[config.mk]
export PLATFORM = sky130hd
export DESIGN_NAME = obj_draw
export DESIGN_NICKNAME = d
export VERILOG_FILES = /design/src/rtl/obj_pkg.sv /design/src/rtl/obj_draw.sv
export VERILOG_INCLUDE_DIRS = /design/src /design/src/rtl
export SDC_FILE = /design/constraint.sdc
export NUM_CORES = 1
export LEC_CHECK = 0
export BUFFER_PORTS_ARGS = -buffer_cell sky130_fd_sc_hd__buf_2
export CORE_ASPECT_RATIO = 0.5
export CORE_MARGIN = 2
export CORE_UTILIZATION = 50
export CTS_CLUSTER_DIAMETER = 40
export DETAILED_ROUTE_END_ITERATION = 7
export GPL_ROUTABILITY_DRIVEN = 1
export PLACE_DENSITY = 0.79
export SYNTH_ARGS = -nofsm -noshare
export SYNTH_HDL_FRONTEND = slang
export SYNTH_SLANG_ARGS = --single-unit
[constraint.sdc]
create_clock -name clk -period 2.65 [get_ports clk]
set_input_delay 0.795 -clock clk [delete_from_list [all_inputs] [get_ports clk]]
set_output_delay 0.795 -clock clk [all_outputs]
set_load 0.01 [all_outputs]
[src/rtl/obj_macros.svh]
`ifndef OBJ_MACROS_SVH
`define OBJ_MACROS_SVH

`default_nettype none

// frame table depth, 1024 entries
`define OBJ_TABLE_AW 10

// pixel positions and render line
`define OBJ_HW 9

// line buffer locations
`define OBJ_LINE_W 512

// attr value that closes the table early
`define OBJ_END_ATTR 16'hff00

`default_nettype wire

`endif

[src/rtl/obj_pkg.sv]
`include "obj_macros.svh"
`default_nettype none

package obj_pkg;

    // frame table word, x/y/code/attr as the cpu sees them
    typedef struct packed {
        logic [15:0] x;     // [15:13] prio, [8:0] pos
        logic [15:0] y;     // [15] end, [14:13] bank, [8:0] pos
        logic [15:0] code;
        logic [15:0] attr;  // [15:12] m, [11:8] n, [6] vflip, [5] hflip, [4:0] pal
    } obj_entry_t;

    // one tile for the renderer
    typedef struct packed {
        logic [15:0]        code;   // final tile code
        logic [3:0]         vsub;   // row inside the tile
        logic               hflip;
        logic [4:0]         pal;
        logic [`OBJ_HW-1:0] hpos;
        logic [2:0]         prio;
        logic [5:0]         spare;
    } draw_cmd_t;

    // line buffer word
    typedef struct packed {
        logic [2:0] prio;
        logic [4:0] pal;
        logic [3:0] color;  // 15 = transparent
    } obj_pix_t;

    typedef enum logic [2:0] {
        scan_idle,
        scan_fetch,      // table read in flight
        scan_zone,       // waiting on tile match
        scan_wait_draw,  // renderer busy
        scan_next_tile
    } scan_st_e;

    typedef enum logic [1:0] {
        draw_idle,
        draw_rom_wait,
        draw_write
    } draw_st_e;

endpackage

`default_nettype wire

[src/rtl/obj_draw.sv]
`include "obj_macros.svh"
`default_nettype none

// tile renderer, one rom row then 16 pixel writes
module obj_draw
    import obj_pkg::*;
(
    input  wire                clk,
    input  wire                rst,

    // from scanner
    input  wire                dr_start,
    input  wire draw_cmd_t     dr_cmd,
    output logic               dr_idle,

    // tile rom
    output logic [19:0]        rom_addr,
    output logic               rom_cs,
    input  wire                rom_ok,
    input  wire [63:0]         rom_data,

    // line buffer
    output logic               buf_we,
    output logic [`OBJ_HW-1:0] buf_addr,
    output obj_pix_t           buf_pix
);

    draw_st_e    st;
    draw_cmd_t   cmd;      // latched command
    logic [63:0] row;      // 16 nibbles
    logic [3:0]  k;        // pixel counter
    logic [3:0]  nib_sel;

    assign dr_idle  = (st == draw_idle);
    assign buf_we   = (st == draw_write);
    assign nib_sel  = cmd.hflip ? ~k : k;  // 15-k when mirrored
    assign buf_addr = cmd.hpos + {{(`OBJ_HW-4){1'b0}}, k};  // wraps at line end
    assign buf_pix  = '{prio:  cmd.prio,
                        pal:   cmd.pal,
                        color: row[{nib_sel, 2'b00} +: 4]};

    always_ff @(posedge clk or posedge rst) begin
        if (rst) begin
            st     <= draw_idle;
            rom_cs <= 1'b0;
            k      <= '0;
        end else begin
            case (st)
                draw_idle: begin
                    if (dr_start) begin
                        rom_cs <= 1'b1;  // held until rom_ok
                        st     <= draw_rom_wait;
                    end
                end
                draw_rom_wait: begin
                    if (rom_ok) begin
                        rom_cs <= 1'b0;
                        k      <= '0;
                        st     <= draw_write;
                    end
                end
                draw_write: begin
                    k <= k + 4'd1;
                    if (k == 4'd15) begin  // last pixel this cycle
                        st <= draw_idle;
                    end
                end
                default: st <= draw_idle;
            endcase
        end
    end

    // payload
    always_ff @(posedge clk) begin
        if (st == draw_idle && dr_start) begin
            cmd      <= dr_cmd;
            rom_addr <= {dr_cmd.code, dr_cmd.vsub};  // row address
        end
        if (st == draw_rom_wait && rom_ok) begin
            row <= rom_data;
        end
    end

endmodule

`default_nettype wire

==> results_dict.tcl <==
set metrics [dict create \
    status "finished, violations left" \
    violations "setup timing" \
    yosys_most_used_dff "edfxtp_1" \
    dp_hpwl_mm 7.38 \
    clk_path_buf_depth 2 \
    pre_cts_slack_ns -0.00368 \
    cellLeakagePower_nw 2.36 \
    clk_pin_slew_ns 0.08 \
    grtUsageMet1_pct 26.2 \
    grt_first_pass_wirelength_mm 16.5 \
    fin_tns_setup_ns -1.65 \
    gr-total-overflow 0 \
    synth_nets 433 \
    synth_edf_count 102 \
    path_buf_inv 2 \
    avgSynthCellArea_sq_um 15.0 \
    cts_sinks 109 \
    gr-usage-all-layers_pct 20.9 \
    grtUsageMet3_pct 6.89 \
    cap_violations 0 \
    dpl.cell_count 573 \
    wl_per_cell_um 17.8 \
    initial_core_util_pct 50.7 \
    period_needed_ns 2.94 \
    cp-end-kind "output pin" \
    pin_count 156 \
    clk_latency_ns 0.35 \
    yosysUniqueCellTypes 46 \
    crit_family "compound AO/OA/AOI/OAI gates" \
    critical_path.cell_chain "buf_6 -> or3b_4 -> o22a_1 -> o2111ai_2 -> o31a_1 -> o32ai_2 -> buf_2" \
    finalNetCount 592 \
    async_flop_share_pct 6.42 \
    die_w_um 142 \
    grt_pass1_vias 3351 \
    port_buffers 149 \
    drive_gt1_share_pct 47.6 \
    design_area_sq_um 6150 \
    busiest_layer "met2" \
    dieArea_sq_um 10300 \
    max_freq_mhz 341 \
    cp_max_fo 8 \
    h-tree-depth 3 \
    min_path_type "primary input to async pin" \
    grt_max_degree 66 \
    maxSlewHeadroom_pct 43.0 \
    irDropWorstVdd_uv 426 \
    wl_mm 10.7 \
    ant_nets 0 \
    yosysWarningCount 0 \
    worst_slack_ns -0.286 \
    postSynthCellCount 315 \
    dr.pass1.iters 5 \
    dieHeight_um 72.8 \
    syn2layout_area_growth_pct 30.1 \
    cts_made_buffers 9 \
    final_cells 600 \
    critical-path-max-stage-delay_ns 0.46 \
    fillCellCount 667 \
    clock_skew_ns 0.00679 \
    diodes 0 \
    crit_type "flop to output pin" \
    via_count 3457 \
    ctsRootBufferMaster "clkbuf_16" \
    cp.arrival_ns 2.14 \
    drc_errors 0 \
    drv_slew 0 \
    critPathSlowestCell "edfxtp_1" \
    drt_iter0_drc 309 \
    cp.required_ns 1.86 \
    post-route-period-util_pct 111 \
    p_per_area_nw_per_um2 987 \
    worst_slew_pin_slew_ns 0.855 \
    core_area_sq_um 9320 \
    gp_congestion 0.860 \
    rsz0062_at_grt "yes" \
    yosysSeqAreaShare_pct 68.5 \
    hold_viol 0 \
    via_per_inst 5.76 \
    ys_ff_latch 109 \
    use_met2_pct 35.4 \
    synth_area_sq_um 4730 \
    fp-row-count 25 \
    holdWs_ns 0.363 \
    hold_buffers 0 \
    grt_antenna_before_repair 0 \
    cts_tree "yes" \
    cp-start-kind "flop" \
    placed_area_sq_um 5580 \
    finalSetupViolations 9 \
]
==> where the power goes <==
| group | switching, mW | leakage (nW) | internal, mW | total [mW] |
|---|---|---|---|---|
| clock | 0.669 | 0.154 | 0.683 | 1.35 |
| sequential | 0.171 | 1.03 | 2.25 | 2.42 |
| combinational | 1.30 | 1.18 | 0.998 | 2.30 |
==> layout make-up <==
type                       instances  area [sq um]  share of cell area (%)
inverter                           7          35.0                   0.569
multi-input combinational        170          1410                    22.9
timing repair buffer             177          1000                    16.2
clock buffer                       9           225                    3.66
clock inverter                     7          91.3                    1.48
sequential                       109          3240                    52.6
tap                              121           151                    2.46
==> placed cells by master, fill, tap and decap left out, types with 6 or more instances in the layout <==
cell type  count
buf_2        149
edfxtp_1     102
a221oi_1      26
buf_4         21
nor2_1        13
o21ai_0       13
o22ai_1       10
o221ai_1      10
clkbuf_16      9
nand3_1        7
nand2_1        7
dfrtp_1        6
==> cell families after synthesis <==
group / after synthesis / share of synthesized area [%]
flip-flops: 109 / 68.5
AO/OA/AOI/OAI: 103 / 16.7
AND/OR/NAND/NOR: 48 / 5.13
buffers and inverters: 36 / 4.76
XOR/XNOR: 10 / 2.01
adder cells (fa/ha/maj): 6 / 1.75
multiplexers: 3 / 1.16
==> per-stage QoR <==
| step | power [mW] | utilization [%] |
|---|---|---|
| 2_1_floorplan | 3.75 | - |
| 3_3_place_gp | 4.36 | 59.8 |
| 3_5_place_dp | 4.42 | 59.8 |
| 4_1_cts | 6.02 | 65.3 |
| 5_1_grt | 6.39 | 66.0 |
| 6_report | 6.07 | 66.0 |
==> synthesized netlist by cell type, types with 4 or more instances <==
cell / n / area share [%]
edfxtp_1: 102 / 65
a221oi_1: 27 / 5.0
o21ai_0: 18 / 1.9
nor2_1: 13 / 1.0
o221ai_1: 12 / 2.2
o22ai_1: 10 / 1.3
buf_4: 9 / 1.4
nand3_1: 8 / 0.85
buf_2: 7 / 0.74
clkbuf_1: 7 / 0.56
dfrtp_1: 7 / 3.7
nand2_1: 7 / 0.56
buf_6: 6 / 1.4
o2111ai_1: 6 / 1.1
ha_1: 5 / 1.3
inv_1: 5 / 0.40
xor2_1: 5 / 0.93
nand2b_1: 4 / 0.53
or2_2: 4 / 0.53
xnor2_1: 4 / 0.74
==> timing repair <==
item | in CTS | in global routing
setup buffers | 11 | 4
resized for setup | 32 | 15
pin swaps | 17 | 13
endpoints found under the hold margin | 0 | 0
setup endpoints to repair | 10 | 10
gates cloned | 0 | 0
==> state kept, by name, summed over array words and instances (netlist names) <==
| name | cells |
|---|---|
| buf_pix | 8 |
| cmd | 10 |
| k | 4 |
| rom_addr | 20 |
| rom_cs | 1 |
| row | 64 |
| st | 2 |
==> metal layers <==
layer	vias up	part of all wire [%]
met2	178	51
li1	1615	-
met5	-	0
met1	1652	39
met3	12	9.5
met4	0	0.99
==> final timing paths <==
| kind | startpoint | to | slack [ns] | cells past startpoint |
|---|---|---|---|---|
| max | cmd[23] | buf_pix[3] | -0.29 | 7 |
| min | rst | rom_cs | 0.36 | 2 |
| max reg2reg | st[0] | rom_addr[3] | 0.99 | 2 |
| min reg2reg | rom_cs | rom_cs | 0.48 | 1 |
| max in group asynchronous | rst | k[2] | 2.04 | 2 |
| min in group clk | rom_cs | rom_cs | 0.48 | 1 |
Note: power is estimated with default switching activity, not from simulation.
