## src/rtl/obj_macros.svh

```systemverilog
`ifndef OBJ_MACROS_SVH
`define OBJ_MACROS_SVH

`default_nettype none

// frame table depth, 1024 entries
`define OBJ_TABLE_AW 10

// pixel positions and render line
`define OBJ_HW 9

// line buffer locations
`define OBJ_LINE_W 512

// attr value that closes the table early
`define OBJ_END_ATTR 16'hff00

`default_nettype wire

`endif

```

## src/rtl/obj_pkg.sv

```systemverilog
`include "obj_macros.svh"
`default_nettype none

package obj_pkg;

    // frame table word, x/y/code/attr as the cpu sees them
    typedef struct packed {
        logic [15:0] x;     // [15:13] prio, [8:0] pos
        logic [15:0] y;     // [15] end, [14:13] bank, [8:0] pos
        logic [15:0] code;
        logic [15:0] attr;  // [15:12] m, [11:8] n, [6] vflip, [5] hflip, [4:0] pal
    } obj_entry_t;

    // one tile for the renderer
    typedef struct packed {
        logic [15:0]        code;   // final tile code
        logic [3:0]         vsub;   // row inside the tile
        logic               hflip;
        logic [4:0]         pal;
        logic [`OBJ_HW-1:0] hpos;
        logic [2:0]         prio;
        logic [5:0]         spare;
    } draw_cmd_t;

    // line buffer word
    typedef struct packed {
        logic [2:0] prio;
        logic [4:0] pal;
        logic [3:0] color;  // 15 = transparent
    } obj_pix_t;

    typedef enum logic [2:0] {
        scan_idle,
        scan_fetch,      // table read in flight
        scan_zone,       // waiting on tile match
        scan_wait_draw,  // renderer busy
        scan_next_tile
    } scan_st_e;

    typedef enum logic [1:0] {
        draw_idle,
        draw_rom_wait,
        draw_write
    } draw_st_e;

endpackage

`default_nettype wire

```

## src/rtl/obj_tile_match.sv

```systemverilog
`include "obj_macros.svh"
`default_nettype none

// zone test and tile code, two register stages from entry/n to outputs
module obj_tile_match
    import obj_pkg::*;
(
    input  wire                clk,
    input  wire obj_entry_t    entry,
    input  wire [`OBJ_HW-1:0]  vrenderf,  // render line, already flipped
    input  wire [3:0]          n,         // tile column
    output logic               inzone,
    output logic [3:0]         vsub,
    output logic [15:0]        code_mn
);

    // stage 1 registers
    logic [`OBJ_HW-1:0] dy_q;     // line offset inside the object
    logic [3:0]         m_q;      // object height in tiles, minus one
    logic [3:0]         n_q;
    logic               vflip_q;
    logic [15:0]        code_q;

    logic [3:0]         row;      // tile row within the object
    logic [3:0]         row_f;    // same, mirrored for vflip

    always_ff @(posedge clk) begin
        dy_q    <= vrenderf - entry.y[`OBJ_HW-1:0];  // wraps, negatives land high
        m_q     <= entry.attr[15:12];
        n_q     <= n;
        vflip_q <= entry.attr[6];
        code_q  <= entry.code;
    end

    assign row   = dy_q[7:4];
    assign row_f = vflip_q ? (m_q - row) : row;  // bottom tile first

    // stage 2
    always_ff @(posedge clk) begin
        inzone  <= dy_q[`OBJ_HW-1:4] <= {1'b0, m_q};  // dy < 16*(m+1)
        vsub    <= dy_q[3:0] ^ {4{vflip_q}};           // 15-dy under vflip
        // tiles laid out 16 per row in rom
        code_mn <= code_q + {12'd0, n_q} + {8'd0, row_f, 4'd0};
    end

endmodule

`default_nettype wire

```

## src/rtl/obj_scan.sv

```systemverilog
`include "obj_macros.svh"
`default_nettype none

// walks the frame table for one line, expands objects into tile commands
module obj_scan
    import obj_pkg::*;
(
    input  wire                      clk,
    input  wire                      rst,
    input  wire                      flip,
    input  wire [`OBJ_HW-1:0]        vrender,     // one line ahead of display
    input  wire                      start,

    // frame table
    output logic [`OBJ_TABLE_AW-1:0] table_addr,
    input  wire obj_entry_t          table_entry,

    // renderer
    output logic                     dr_start,
    output draw_cmd_t                dr_cmd,
    input  wire                      dr_idle,

    output logic                     done
);

    scan_st_e           st;
    logic               start_q;
    logic               start_edge;
    logic [`OBJ_HW-1:0] vrenderf;
    logic [3:0]         n;          // tile counter
    logic [3:0]         npos;       // x slot of the tile, reversed under hflip
    logic [1:0]         wait_cnt;   // tile match latency
    logic               pend_done;  // table finished, renderer may still draw

    logic               inzone;
    logic [3:0]         vsub;
    logic [15:0]        code_mn;

    logic [3:0]         tile_n;
    logic               hflip;
    logic               tbl_end;
    logic [`OBJ_HW-1:0] eff_x;

    obj_tile_match u_tile_match (
        .clk      (clk),
        .entry    (table_entry),
        .vrenderf (vrenderf),
        .n        (n),
        .inzone   (inzone),
        .vsub     (vsub),
        .code_mn  (code_mn)
    );

    assign start_edge = start & ~start_q;
    assign tile_n     = table_entry.attr[11:8];
    assign hflip      = table_entry.attr[5];
    assign tbl_end    = table_entry.y[15] || (table_entry.attr == `OBJ_END_ATTR);
    // one pixel to the left, as on the original hardware
    assign eff_x      = table_entry.x[`OBJ_HW-1:0] + {1'b0, npos, 4'd0} - 9'd1;

    always_ff @(posedge clk or posedge rst) begin
        if (rst) begin
            st         <= scan_idle;
            start_q    <= 1'b0;
            table_addr <= '0;
            vrenderf   <= '0;
            n          <= '0;
            npos       <= '0;
            wait_cnt   <= '0;
            pend_done  <= 1'b0;
            dr_start   <= 1'b0;
            done       <= 1'b0;
        end else begin
            start_q  <= start;
            dr_start <= 1'b0;  // strobes
            done     <= 1'b0;
            if (start_edge) begin  // restart wins over any state
                vrenderf   <= vrender ^ {1'b0, {8{flip}}};  // 256-line flip
                table_addr <= '0;
                n          <= '0;
                pend_done  <= 1'b0;
                st         <= scan_fetch;
            end else begin
                case (st)
                    scan_idle: begin
                        if (pend_done && dr_idle) begin
                            done      <= 1'b1;
                            pend_done <= 1'b0;
                        end
                    end
                    scan_fetch: begin
                        wait_cnt <= 2'd2;
                        st       <= scan_zone;
                    end
                    scan_zone: begin
                        if (tbl_end) begin
                            pend_done <= 1'b1;
                            st        <= scan_idle;
                        end else if (wait_cnt != 2'd0) begin
                            wait_cnt <= wait_cnt - 2'd1;
                        end else if (!inzone) begin  // skip entry
                            n <= '0;
                            if (&table_addr) begin  // last slot
                                pend_done <= 1'b1;
                                st        <= scan_idle;
                            end else begin
                                table_addr <= table_addr + 1'b1;
                                st         <= scan_fetch;
                            end
                        end else begin
                            if (n == 4'd0) begin
                                npos <= hflip ? tile_n : 4'd0;
                            end
                            st <= scan_wait_draw;
                        end
                    end
                    scan_wait_draw: begin
                        if (dr_idle) begin
                            dr_start <= 1'b1;
                            st       <= scan_next_tile;
                        end
                    end
                    scan_next_tile: begin
                        if (n == tile_n) begin  // object done, look up the next one
                            n <= '0;
                            if (&table_addr) begin
                                pend_done <= 1'b1;
                                st        <= scan_idle;
                            end else begin
                                table_addr <= table_addr + 1'b1;
                                st         <= scan_fetch;
                            end
                        end else begin
                            n        <= n + 4'd1;
                            npos     <= hflip ? npos - 4'd1 : npos + 4'd1;
                            wait_cnt <= 2'd2;  // new n through tile match
                            st       <= scan_zone;
                        end
                    end
                    default: st <= scan_idle;
                endcase
            end
        end
    end

    // command payload, taken with the dr_start edge
    always_ff @(posedge clk) begin
        if (st == scan_wait_draw && dr_idle) begin
            dr_cmd <= '{code:  code_mn,
                        vsub:  vsub,
                        hflip: hflip,
                        pal:   table_entry.attr[4:0],
                        hpos:  eff_x,
                        prio:  table_entry.x[15:13],
                        spare: 6'd0};
        end
    end

endmodule

`default_nettype wire

```

## config.mk

```make
export PLATFORM = sky130hd
export DESIGN_NAME = obj_scan
export DESIGN_NICKNAME = d
export VERILOG_FILES = /design/src/rtl/obj_pkg.sv /design/src/rtl/obj_tile_match.sv /design/src/rtl/obj_scan.sv
export VERILOG_INCLUDE_DIRS = /design/src /design/src/rtl
export SDC_FILE = /design/constraint.sdc
export NUM_CORES = 1
export LEC_CHECK = 0
export ABC_AREA = 1
export BUFFER_PORTS_ARGS = -buffer_cell sky130_fd_sc_hd__buf_2
export CAP_MARGIN = 10
export CORE_MARGIN = 1
export CORE_UTILIZATION = 45
export DETAILED_ROUTE_END_ITERATION = 16
export GPL_ROUTABILITY_DRIVEN = 0
export PLACE_DENSITY = 0.69
export SYNTH_ARGS = -nofsm -noshare
export SYNTH_HDL_FRONTEND = slang
export SYNTH_SLANG_ARGS = --single-unit
```

## constraint.sdc

```tcl
create_clock -name clk -period 3.8 [get_ports clk]
set_clock_uncertainty 0.05 [all_clocks]
set_input_delay 0 -clock clk [delete_from_list [all_inputs] [get_ports clk]]
set_output_delay 0 -clock clk [all_outputs]
set_load 0.05 [all_outputs]
```

==> results.py <==
metrics = {
    "logic_synthesis": {
        "synth-seq-cells": 129,
        "synth-xor-area-share_pct": 6.92,
        "ys.flop_type": "dfxtp_1",
        "yosysSeqAreaShare_pct": 50.7,
        "synth_fa_ha_area_share_pct": 9.89,
        "synth_top_family_by_area": "simple AND/OR/NAND/NOR gates",
        "syn-cell-area_um2": 6200,
        "synth-edff-count": 38,
        "yosys_warnings": 0,
        "synthArstFlopShare_pct": 27.9,
        "syn_avg_cell_area_um2": 9.09,
        "synth-compound-area-share_pct": 6.11,
        "synthDistinctLibCells": 35,
        "synthMuxAreaShare_pct": 0,
        "netlist_instances": 682,
        "synthSimpleGateAreaFrac_pct": 18.9,
    },
    "routing": {
        "ant_nets": 0,
        "vias": 4910,
        "drt-initial-drc-count": 252,
        "vias_per_cell": 4.62,
        "firstDrtPassIters": 4,
        "wl_per_cell_um": 11.3,
        "finalWirelength_um": 12100,
        "drc": 0,
    },
    "cts": {
        "cts_made_buffers": 17,
        "hold_buffers": 62,
        "cts_root_buf": "clkbuf_16",
        "ctsResizeCount": 0,
        "cts.sinks": 129,
        "clkTransAtPathRegs_ns": 0.06,
        "cts_tree": "yes",
        "cts_htree_levels": 4,
        "clk_latency_ns": 0.41,
        "postCtsSetupBuffers": 0,
        "clockBufferDepth": 2,
    },
    "layout": {
        "fill_cells": 1138,
        "n_antenna_cell": 0,
        "design_area_um2": 8190,
        "layout_commonest_cell": "nand2_1",
        "final_cell_mix": "153 x nand2_1, 117 x buf_2, 90 x inv_1",
        "area_delta_synth_final_pct": 32.1,
        "fin_nets": 998,
        "drive_gt1_share_pct": 19.8,
        "layoutNonFillerInstCount": 1063,
    },
    "placed_design": {
        "place_ws_ns": 1.29,
        "io_buffers": 117,
        "hpwl_um": 8560,
        "post_dp_cell_area_um2": 6970,
        "dp.cells": 969,
    },
    "sta": {
        "post-route-min-period_ns": 2.61,
        "finalMaxSlewViolations": 0,
        "slew_headroom_pct": 32.0,
        "holdWs_ns": 0.0196,
        "worst_pin_slew_ns": 1.02,
        "period_share_pct": 68.8,
        "setup-violations-final": 0,
        "fmax_mhz": 383,
        "hold_viol_final": 0,
        "rsz0062_at_grt": "false",
        "setup_slack_ns": 1.19,
        "tns_ns": 0,
    },
    "die": {
        "placement_rows": 42,
        "start_util_pct": 46.5,
        "die-area_um2": 14300,
        "core_area_um2": 13300,
        "fp.dieH_um": 119,
        "io_pins": 134,
        "dieWidth_um": 119,
    },
    "power_and_ir_drop": {
        "cellLeakagePower_nw": 4.05,
        "ir_drop_v": 0.000377,
        "power_density_nw_per_um2": 581,
    },
    "grt": {
        "grt_pass1_wl_um": 20700,
        "grt-ovfl-total": 0,
        "grt_max_degree": 39,
        "track_usage_pct": 18.4,
        "antenna_found_initial": 0,
        "grt_pass1_vias": 4628,
    },
    "worst_setup_path": {
        "cpMaxStageDelayCell": "ha_1",
        "cp_slowest_stage_delay_ns": 0.35,
        "cp-end-kind": "flop",
        "critical_path_arrival_ns": 2.85,
        "rrSetupSlack_ns": 1.19,
        "crit_top_cell": "o21ai_0",
        "crit_type": "flop to flop",
        "path_delay_family": "compound AO/OA/AOI/OAI gates",
        "start_kind": "flop",
        "cp_max_fo": 5,
        "path_cells": "inv_1, ha_1, a21oi_1, o21ai_0, xnor2_1, o21ai_0, ha_1, nand2_1, nor2_1, o21ai_0, o211ai_1, xor2_1",
        "timing.critical_path.buf_inv": 1,
        "worstPathRequired_ns": 4.04,
    },
    "outcome": {
        "status": "finished clean",
    },
    "worst_hold_path": {
        "holdCritPathClass": "input port to flop",
    },
    "flow_run": {
        "drv_cap": 0,
    },
}
final cells by class:
class                   count  area, um^2  share of cell area [%]
clock inverters            14         179                    2.18
clock buffers              18         429                    5.24
inverters                 101         379                    4.63
repair buffers            181        1220                    14.9
well taps                 176         220                    2.69
flip-flops and latches    129        3140                    38.4
multi-input cells         444        2620                    32.0
per-stage QoR:
step                      utilization (%)  total power, mW
after global routing                 61.4             5.09
after detailed placement             52.2             3.08
after CTS                            61.4             4.81
after floorplan                         -             2.81
after global placement               52.2             3.05
final                                61.4             4.76
state kept, by name (all words and copies together) (netlist names):
signal and cells:
done 1, dr_cmd 38, dr_start 1, n 4, npos 4, pend_done 1, st 3, start_q 1
table_addr 10, u_tile_match.code_mn 16, u_tile_match.code_q 16, u_tile_match.dy_q 9, u_tile_match.inzone 1, u_tile_match.m_q 4, u_tile_match.n_q 4, u_tile_match.vflip_q 1
u_tile_match.vsub 4, vrenderf 9, wait_cnt 2
cells in the mapped netlist (2+ instances only):
cell type    n  area share [%]
nand4_1      7            0.71
o22ai_1      5            0.50
xnor2_1     21             3.0
edfxtp_1    38              18
nand2_2      6            0.61
o21ai_0     19             1.5
o21ai_1     14             1.1
clkbuf_1     4            0.24
nor3_1      12            0.97
nand3b_1     4            0.48
a21o_1       2            0.24
fa_1         5             1.6
inv_1       90             5.4
inv_2       11            0.67
dfrtp_1     36              15
dfxtp_1     55              18
a21oi_1     24             1.9
nor2_2       3            0.30
buf_4        7            0.85
xor2_1      28             4.0
nor2_1      48             2.9
nand2_1    153             9.3
nand3_1     36             2.9
o211ai_1     3            0.36
ha_1        41             8.3
power breakdown:
| part | internal [mW] | switching, mW |
|---|---|---|
| registers | 1.67 | 0.146 |
| clock network | 1.04 | 0.608 |
| logic | 0.497 | 0.801 |
| total | 3.21 | 1.56 |
worst register-to-register path: cells and delay by family, from the launching register on:
kind                       cells  cell delay, ns
xor gates and xnor gates       2            0.31
and+or+nand+nor                2            0.21
AOI/OAI and AO/OA              5            0.84
buffers and inverters          1            0.05
adders and majority gates      2            0.69
DFF                            1            0.33
layer usage:
| metal | global-route usage [%] | routed length (um) | part of all wire, % |
|---|---|---|---|
| met4 | 7.27 | 191 | 1.6 |
| met3 | 4.69 | 644 | 5.3 |
| met2 | 30.5 | 5680 | 47 |
| met5 | 0 | 0 | 0 |
| met1 | 22.9 | 5530 | 46 |
final timing paths:
check / from / endpoint / cells after the start
max: u_tile_match.m_q[2] / u_tile_match.code_mn[11] / 12
min: table_entry[35] / u_tile_match.dy_q[3] / 4
max reg2reg: u_tile_match.m_q[2] / u_tile_match.code_mn[11] / 12
min reg2reg: u_tile_match.code_mn[4] / dr_cmd[32] / 0
max in group asynchronous: rst / table_addr[8] / 4
min in group asynchronous: rst / vrenderf[8] / 4
cell families after synthesis:
family | Yosys count
AOI/OAI and AO/OA | 70
xor gates and xnor gates | 49
adders and majority gates | 46
buffers and inverters | 114
DFF | 129
other | 1
and+or+nand+nor | 273
No activity file was read; power rests on OpenSTA's default activity.
